**src/hdl/sif_cpl_pkg.sv**
```systemverilog
package sif_cpl_pkg;

  localparam int SIF_TAG_W  = 3;
  localparam int SIF_TAGS   = 1 << SIF_TAG_W;
  localparam int SIF_DATA_W = 32;

  // successful completion status.
  localparam logic [1:0] SIF_CPL_SC = 2'b00;

  // header kind, top two bits of every header.
  typedef enum logic [1:0] {
    SIF_KIND_REQ  = 2'b00,
    SIF_KIND_CPL  = 2'b01,
    SIF_KIND_RSV2 = 2'b10,
    SIF_KIND_RSV3 = 2'b11
  } sif_kind_e;

  // header seen as a read request.
  typedef struct packed {
    sif_kind_e            kind;
    logic [SIF_TAG_W-1:0] tag;
    logic [2:0]           length;
    logic [23:0]          addr;
  } sif_req_hdr_t;

  // header seen as a completion.
  typedef struct packed {
    sif_kind_e            kind;
    logic [SIF_TAG_W-1:0] tag;
    logic [1:0]           status;
    logic [8:0]           rsvd;
    logic [15:0]          byte_cnt;
  } sif_cpl_hdr_t;

  // kind field picks the valid view.
  typedef union packed {
    sif_req_hdr_t req;
    sif_cpl_hdr_t cpl;
  } sif_hdr_u;

  // classified word, decode to execute.
  typedef struct packed {
    logic                  req_vld;
    logic                  cpl_vld;
    logic [SIF_TAG_W-1:0]  tag;
    logic                  sts_good;
    logic [SIF_DATA_W-1:0] data;
  } sif_dec_t;

endpackage

```
**src/hdl/sif_alarm_pkg.sv**
```systemverilog
package sif_alarm_pkg;

  localparam int SIF_FIFO_DEPTH = 8;
  localparam int SIF_FIFO_AW    = $clog2(SIF_FIFO_DEPTH);
  localparam int SIF_TIMEOUT    = 64;
  localparam int SIF_AGE_W      = $clog2(SIF_TIMEOUT);

  // last age value before a tag expires.
  localparam logic [SIF_AGE_W-1:0]   SIF_AGE_MAX = SIF_AGE_W'(SIF_TIMEOUT - 1);
  localparam logic [SIF_FIFO_AW:0]   SIF_FIFO_FULL = (SIF_FIFO_AW + 1)'(SIF_FIFO_DEPTH);
  localparam logic [SIF_FIFO_AW-1:0] SIF_PTR_ONE = SIF_FIFO_AW'(1);

  // sticky alarm bits, also used for per-cycle error strobes.
  typedef struct packed {
    logic hdr_perr;
    logic data_perr;
    logic malformed;
    logic unexp_cpl;
    logic timeout;
    logic fifo_ovf;
    logic fifo_unf;
  } sif_alarm_t;

  typedef struct packed {
    logic [sif_cpl_pkg::SIF_TAG_W-1:0]  tag;
    logic [sif_cpl_pkg::SIF_DATA_W-1:0] data;
  } sif_fifo_ent_t;

endpackage

```
**src/hdl/sif_cpl_decode.sv**
```systemverilog
module sif_cpl_decode (
  input  logic                               hqm_sif_core,
  input  logic                               i_rst_n,
  input  logic                               i_valid,
  input  sif_cpl_pkg::sif_hdr_u              i_hdr,
  input  logic                               i_hdr_par,
  input  logic [sif_cpl_pkg::SIF_DATA_W-1:0] i_data,
  input  logic                               i_data_par,
  output sif_cpl_pkg::sif_dec_t              o_dec,
  output sif_alarm_pkg::sif_alarm_t          o_err
);

  logic hdr_bad;
  logic data_bad;
  logic is_req;
  logic is_cpl;
  logic req_ok;
  logic cpl_ok;
  sif_alarm_pkg::sif_alarm_t err;

  always_comb begin
    is_req = 1'b0;
    is_cpl = 1'b0;
    case (i_hdr.req.kind)
      sif_cpl_pkg::SIF_KIND_REQ: is_req = 1'b1;
      sif_cpl_pkg::SIF_KIND_CPL: is_cpl = 1'b1;
      default: ;
    endcase
    // even parity.
    hdr_bad  = i_hdr_par != ^i_hdr;
    data_bad = i_data_par != ^i_data;

    req_ok = i_valid && !hdr_bad && is_req;
    cpl_ok = i_valid && !hdr_bad && is_cpl && !data_bad;

    err           = '0;
    err.hdr_perr  = i_valid && hdr_bad;
    // data parity only matters on completions.
    err.data_perr = i_valid && !hdr_bad && is_cpl && data_bad;
    err.malformed = i_valid && !hdr_bad && !is_req && !is_cpl;
  end

  always_ff @(posedge hqm_sif_core) begin
    if (!i_rst_n) begin
      o_dec.req_vld <= 1'b0;
      o_dec.cpl_vld <= 1'b0;
      o_err         <= '0;
    end else begin
      o_dec.req_vld <= req_ok;
      o_dec.cpl_vld <= cpl_ok;
      o_err         <= err;
      if (i_valid) begin
        // tag sits at the same bits in both views.
        o_dec.tag      <= i_hdr.req.tag;
        o_dec.sts_good <= i_hdr.cpl.status == sif_cpl_pkg::SIF_CPL_SC;
        o_dec.data     <= i_data;
      end
    end
  end

endmodule

```
**src/hdl/sif_cpl_scrbd.sv**
```systemverilog
module sif_cpl_scrbd (
  input  logic                         hqm_sif_core,
  input  logic                         i_rst_n,
  input  sif_cpl_pkg::sif_dec_t        i_dec,
  output logic                         o_push,
  output sif_alarm_pkg::sif_fifo_ent_t o_push_ent,
  output sif_alarm_pkg::sif_alarm_t    o_err
);

  logic [sif_cpl_pkg::SIF_TAGS-1:0]  outst;
  logic [sif_alarm_pkg::SIF_AGE_W-1:0] age [sif_cpl_pkg::SIF_TAGS];
  logic [sif_cpl_pkg::SIF_TAGS-1:0]  hit;
  logic [sif_cpl_pkg::SIF_TAGS-1:0]  expire;
  logic                              cpl_hit;
  logic                              cpl_unexp;

  always_comb begin
    hit = '0;
    if (i_dec.req_vld || i_dec.cpl_vld) begin
      hit[i_dec.tag] = 1'b1;
    end
    // a word to the same tag wins over expiry.
    for (int t = 0; t < sif_cpl_pkg::SIF_TAGS; t++) begin
      expire[t] = outst[t] && !hit[t] && (age[t] == sif_alarm_pkg::SIF_AGE_MAX);
    end
    cpl_hit   = i_dec.cpl_vld && outst[i_dec.tag];
    cpl_unexp = i_dec.cpl_vld && !outst[i_dec.tag];
  end

  always_ff @(posedge hqm_sif_core) begin
    if (!i_rst_n) begin
      outst  <= '0;
      o_push <= 1'b0;
      o_err  <= '0;
    end else begin
      outst <= outst & ~expire;
      if (i_dec.req_vld) begin
        outst[i_dec.tag] <= 1'b1;
      end
      if (cpl_hit) begin
        outst[i_dec.tag] <= 1'b0;
      end
      // bad status retires the tag silently.
      o_push          <= cpl_hit && i_dec.sts_good;
      o_err           <= '0;
      o_err.unexp_cpl <= cpl_unexp;
      o_err.timeout   <= |expire;
      if (cpl_hit) begin
        o_push_ent.tag  <= i_dec.tag;
        o_push_ent.data <= i_dec.data;
      end
    end
  end

  // age counters, only meaningful while outstanding.
  always_ff @(posedge hqm_sif_core) begin
    for (int t = 0; t < sif_cpl_pkg::SIF_TAGS; t++) begin
      if (hit[t] && i_dec.req_vld) begin
        age[t] <= '0;
      end else if (outst[t]) begin
        age[t] <= age[t] + 1'b1;
      end
    end
  end

endmodule

```
**src/hdl/sif_cpl_result.sv**
```systemverilog
module sif_cpl_result (
  input  logic                         hqm_sif_core,
  input  logic                         i_rst_n,
  input  logic                         i_push,
  input  sif_alarm_pkg::sif_fifo_ent_t i_push_ent,
  input  logic                         i_pop,
  input  logic                         i_alarm_clr,
  input  sif_alarm_pkg::sif_alarm_t    i_dec_err,
  input  sif_alarm_pkg::sif_alarm_t    i_scrbd_err,
  output sif_alarm_pkg::sif_fifo_ent_t o_rd_data,
  output logic                         o_rd_valid,
  output logic                         o_empty,
  output sif_alarm_pkg::sif_alarm_t    o_alarm
);

  sif_alarm_pkg::sif_fifo_ent_t mem [sif_alarm_pkg::SIF_FIFO_DEPTH];

  logic [sif_alarm_pkg::SIF_FIFO_AW-1:0] wr_ptr;
  logic [sif_alarm_pkg::SIF_FIFO_AW-1:0] rd_ptr;
  logic [sif_alarm_pkg::SIF_FIFO_AW:0]   count;
  logic                                  full;
  logic                                  empty;
  logic                                  push_ok;
  logic                                  pop_ok;
  sif_alarm_pkg::sif_alarm_t             fifo_err;

  always_comb begin
    full    = count == sif_alarm_pkg::SIF_FIFO_FULL;
    empty   = count == '0;
    // a push at full is dropped even with a pop.
    push_ok = i_push && !full;
    pop_ok  = i_pop && !empty;

    fifo_err          = '0;
    fifo_err.fifo_ovf = i_push && full;
    fifo_err.fifo_unf = i_pop && empty;
  end

  assign o_empty = empty;

  always_ff @(posedge hqm_sif_core) begin
    if (!i_rst_n) begin
      wr_ptr     <= '0;
      rd_ptr     <= '0;
      count      <= '0;
      o_rd_valid <= 1'b0;
    end else begin
      // depth is a power of two, pointers wrap.
      if (push_ok) begin
        wr_ptr <= wr_ptr + sif_alarm_pkg::SIF_PTR_ONE;
      end
      if (pop_ok) begin
        rd_ptr <= rd_ptr + sif_alarm_pkg::SIF_PTR_ONE;
      end
      case ({push_ok, pop_ok})
        2'b10:   count <= count + {{sif_alarm_pkg::SIF_FIFO_AW{1'b0}}, 1'b1};
        2'b01:   count <= count - {{sif_alarm_pkg::SIF_FIFO_AW{1'b0}}, 1'b1};
        default: count <= count;
      endcase
      o_rd_valid <= pop_ok;
    end
  end

  always_ff @(posedge hqm_sif_core) begin
    if (push_ok) begin
      mem[wr_ptr] <= i_push_ent;
    end
    if (pop_ok) begin
      o_rd_data <= mem[rd_ptr];
    end
  end

  // sticky, a new error beats the clear.
  always_ff @(posedge hqm_sif_core) begin
    if (!i_rst_n) begin
      o_alarm <= '0;
    end else begin
      o_alarm <= (i_alarm_clr ? '0 : o_alarm) | i_dec_err | i_scrbd_err | fifo_err;
    end
  end

endmodule

```
**src/hdl/sif_cpl_core.sv**
```systemverilog
module sif_cpl_core (
  input  logic                               hqm_sif_core,
  input  logic                               i_rst_n,
  input  logic                               i_valid,
  input  sif_cpl_pkg::sif_hdr_u              i_hdr,
  input  logic                               i_hdr_par,
  input  logic [sif_cpl_pkg::SIF_DATA_W-1:0] i_data,
  input  logic                               i_data_par,
  input  logic                               i_pop,
  input  logic                               i_alarm_clr,
  output sif_alarm_pkg::sif_fifo_ent_t       o_rd_data,
  output logic                               o_rd_valid,
  output logic                               o_empty,
  output sif_alarm_pkg::sif_alarm_t          o_alarm
);

  sif_cpl_pkg::sif_dec_t        dec;
  sif_alarm_pkg::sif_alarm_t    dec_err;
  logic                         push;
  sif_alarm_pkg::sif_fifo_ent_t push_ent;
  sif_alarm_pkg::sif_alarm_t    scrbd_err;

  sif_cpl_decode u_decode (
    .hqm_sif_core (hqm_sif_core),
    .i_rst_n      (i_rst_n),
    .i_valid      (i_valid),
    .i_hdr        (i_hdr),
    .i_hdr_par    (i_hdr_par),
    .i_data       (i_data),
    .i_data_par   (i_data_par),
    .o_dec        (dec),
    .o_err        (dec_err)
  );

  sif_cpl_scrbd u_scrbd (
    .hqm_sif_core (hqm_sif_core),
    .i_rst_n      (i_rst_n),
    .i_dec        (dec),
    .o_push       (push),
    .o_push_ent   (push_ent),
    .o_err        (scrbd_err)
  );

  sif_cpl_result u_result (
    .hqm_sif_core (hqm_sif_core),
    .i_rst_n      (i_rst_n),
    .i_push       (push),
    .i_push_ent   (push_ent),
    .i_pop        (i_pop),
    .i_alarm_clr  (i_alarm_clr),
    .i_dec_err    (dec_err),
    .i_scrbd_err  (scrbd_err),
    .o_rd_data    (o_rd_data),
    .o_rd_valid   (o_rd_valid),
    .o_empty      (o_empty),
    .o_alarm      (o_alarm)
  );

endmodule

```
**config.mk**
```make
export PLATFORM = sky130hd
export DESIGN_NAME = sif_cpl_core
export DESIGN_NICKNAME = d
export VERILOG_FILES = /design/src/hdl/sif_cpl_pkg.sv /design/src/hdl/sif_alarm_pkg.sv /design/src/hdl/sif_cpl_decode.sv /design/src/hdl/sif_cpl_scrbd.sv /design/src/hdl/sif_cpl_result.sv /design/src/hdl/sif_cpl_core.sv
export SDC_FILE = /design/constraint.sdc
export NUM_CORES = 1
export LEC_CHECK = 0
export BUFFER_PORTS_ARGS = -buffer_cell sky130_fd_sc_hd__buf_2
export CORE_MARGIN = 1
export CORE_UTILIZATION = 55
export CTS_BUF_LIST = sky130_fd_sc_hd__clkbuf_16
export DETAILED_ROUTE_END_ITERATION = 6
export GPL_TIMING_DRIVEN = 0
export PLACE_DENSITY_LB_ADDON = 0.05
export SLEW_MARGIN = 20
export SYNTH_ARGS = -nofsm -noshare
export SYNTH_HDL_FRONTEND = slang
export SYNTH_SLANG_ARGS = --single-unit
```
**constraint.sdc**
```tcl
create_clock -name hqm_sif_core -period 8.1 [get_ports hqm_sif_core]
set_input_delay 0.405 -clock hqm_sif_core [delete_from_list [all_inputs] [get_ports hqm_sif_core]]
set_output_delay 0.405 -clock hqm_sif_core [all_outputs]
set_load 0.1 [all_outputs]
```
==> impl_metrics.toml <==
[clock_network]
cts_setup_buffers = 0
root_buffer = "clkbuf_16"
cts_tree = "done"
insertion_delay_ns = 0.55
h-tree-depth = 2
max-clock-path-buffers = 3
path_clk_slew_ns = 0.06
cts_made_buffers = 48
hold_buffers = 0
ctsResizeCount = 0
cts.sinks = 468

[setup_path]
crit_start = "u_result.count[1]"
cp_data_arrival_time_ns = 3.54
r2r_slack_ns = 5.02
crit_chain = "clkbuf_1 > nor4_1 > nor2b_1 > clkbuf_4 > buf_16 > ha_1 > xor2_1 > ha_1 > a21oi_1 > xor2_1 > or3_1 > a21oi_1"
crit_type = "reg -> reg"
cp.required_ns = 8.57
slowest_delay_ns = 0.63
endpoint = "u_result.count[2]"
worstSetupEndpointType = "flip-flop"
crit_family = "simple AND/OR/NAND/NOR gates"
r2r-end = "u_result.count[2]"
r2r-start = "u_result.count[1]"
critPathMaxFanout = 38
crit_slowest_cell = "nor4_1"
crit_cells = 12
startpoint_type = "flip-flop"
reg2regPathDepth = 12
cp_num_buf_inv = 3

[synthesis]
mappedNetlistNets = 1064
synth-seq-cells = 468
synth_edf_count = 434
yosys_warnings = 0
synth_area_leaders = "edfxtp_1 71%, mux4_2 8.6%, dfxtp_1 3.7%"
syn_inst = 978
synth_top_flop_cell = "edfxtp_1"
avgSynthCellArea_um2 = 18.7
synth-seq-area-share_pct = 75.0
synth_top_cell_by_area = "edfxtp_1"
synth-async-reset-ratio_pct = 0
yosysUniqueCellTypes = 43
syn_area_um2 = 18300
synth_top_area_share_pct = 71.3

[routing]
routed_wl_mm = 33.7
avgViaCountPerCell = 5.52
final_antenna_net_count = 0
drtIter0Drc = 661
avgRoutedWirePerCell_um = 20.5
drt-pass1-iter-count = 5
drc_errors = 0
num_vias = 9092

[hold_path]
min_delay_path_depth = 1
hold_path_class = "in -> reg"

[floorplanning]
die_y_um = 184
die-area_um2 = 34000
die_x_um = 184
core_um2 = 32600
ios = 115
core.rowCount = 66
start_util_pct = 56.0

[timing]
worst_hold_slack_ns = 0.0562
fin_crit_sh_pct = 38.0
worst_slew_pin_slew_ns = 0.863
min_period_ns = 3.08
timing_hold_violations_final = 0
setup_tns_ns = 0
setup_viol_count_final = 0
fin_skew_ns = 0.0138
max_freq_mhz = 325
max_slew_margin_pct = 42.5
drv_slew = 0
rsz0062_at_grt = "no"

[placement]
placed_area_um2 = 19800
dpl.hpwl_mm = 21.9
io_buffers = 114
place_inst = 1556
gp_congestion = 0.793

[layout]
diodes = 0
final_layout_size_suffix_gt1_share_pct = 28.6
post-route-cell-area_um2 = 21300
fill_cells = 2280
area_delta_synth_final_pct = 16.4
nets = 1250
finalNonFillerCells = 1646

[pwr]
power_leakage_nw = 7.04
power.total_mw = 4.88
peakVddDrop_v = 0.000173
power_density_nw_per_um2 = 230

[global_route]
grt_pass1_wl_mm = 52.4
grt-ovfl-total = 0
grt_pass1_vias = 9205
antenna_found_initial = 0
grt_max_degree = 39
grt.total_usage_pct = 20.9

[run_status]
status = "complete, no violations"

[job]
drv_cap = 0
## flip-flops by register name, indices dropped and copies added (netlist names)
signal and flops:
u_result.wr_ptr 3, u_decode.o_err 3, u_result.o_rd_valid 1, u_result.o_rd_data 35, u_result.rd_ptr 3, u_scrbd.age 48, u_scrbd.o_push 1, u_result.count 4
u_result.o_alarm 7, u_scrbd.o_err 2, u_result.mem 280, u_scrbd.o_push_ent 35, u_scrbd.outst 8, u_decode.o_dec 38
## layout by cell type, fill, tap and decap left out, types with 7 or more instances in the layout
cell type	netlist	routed
ha_1	15	15
mux2_2	35	35
dfxtp_1	34	34
clkbuf_16	0	51
nand3_1	28	28
o21ai_0	8	8
buf_4	0	9
buf_2	10	124
and3_1	9	9
nand2_1	36	36
clkinv_2	0	15
xnor2_1	73	73
inv_1	15	25
nand2b_1	9	9
clkbuf_1	16	15
xor2_1	26	26
a21oi_1	23	23
clkinv_1	0	12
nor2_4	0	7
edfxtp_1	434	434
mux4_2	70	70
nor2_1	80	73
## through the flow
stage | worst slack, ns | utilization (%)
after floorplan | 2.19 | -
after global routing | 4.79 | 65.2
after CTS | 5.02 | 65.2
after detailed placement | 5.05 | 60.8
final | 5.02 | 65.2
after global placement | 1.52 | 59.5
## routing by layer
layer / global-route usage (%) / vias up / routed length, µm
li1: - / 4175 / -
met3: 3.02 / 53 / 1690
met1: 29.5 / 4606 / 15100
met4: 5.70 / 0 / 675
met5: 0 / - / 0
met2: 34.1 / 258 / 16200
## how the worst min path moves through the flow
stage / from / end / slack [ns]
after global placement: u_decode.o_dec[23] / u_scrbd.o_push_ent[23] / 0.40
after CTS: i_data[10] / u_decode.o_dec[10] / 0.03
final: i_data[10] / u_decode.o_dec[10] / 0.06
after floorplan: u_decode.o_dec[0] / u_scrbd.o_push_ent[0] / 0.40
after detailed placement: u_decode.o_dec[21] / u_scrbd.o_push_ent[21] / 0.41
after global routing: i_data[18] / u_decode.o_dec[18] / 0.04
## cell families (layout without fill, tap and decap cells)
logic type | Yosys count | after routing | share of synthesized area, %
DFF | 468 | 468 | 75.0
and+or+nand+nor | 195 | 195 | 4.99
muxes | 109 | 109 | 11.0
xor gates and xnor gates | 100 | 100 | 4.87
AOI/OAI and AO/OA | 47 | 47 | 2.06
adders and majority gates | 15 | 15 | 1.03
buffers and inverters | 44 | 270 | 0.986
## power breakdown
group / total, mW / internal [mW] / switching [mW]
Clock: 2.00 / 1.13 / 0.866
Combinational: 0.230 / 0.0939 / 0.136
Sequential: 2.66 / 2.64 / 0.0155
Total: 4.88 / 3.87 / 1.02
## cells in the mapped netlist (all sizes together), types with 2 or more instances
| cell type | number |
|---|---|
| and3 | 9 |
| buf | 12 |
| xnor2 | 73 |
| mux2i | 3 |
| nand3 | 28 |
| clkbuf | 16 |
| or3 | 2 |
| or3b | 2 |
| ha | 15 |
| nor2b | 4 |
| nand2b | 10 |
| nor3 | 5 |
| o21ai | 8 |
| o22ai | 2 |
| a21oi | 23 |
| or2 | 4 |
| nor4 | 3 |
| mux2 | 36 |
| a2111oi | 5 |
| nand4 | 4 |
| xor2 | 26 |
| nor2 | 80 |
| mux4 | 70 |
| o2111a | 3 |
| edfxtp | 434 |
| nand3b | 2 |
| and2 | 5 |
| nand2 | 36 |
| dfxtp | 34 |
| inv | 16 |
## cell type report
type,count,area (µm²),share of cell area (%)
clock inverters,39,178,0.835
flip-flops and latches,468,13700,64.5
well taps,442,553,2.60
clock buffers,51,1280,6.00
multi-input cells,466,4440,20.9
repair buffers,136,926,4.35
plain buffers,28,121,0.570
inverters,16,62.6,0.294
Note: power is estimated with default switching activity, not from simulation.
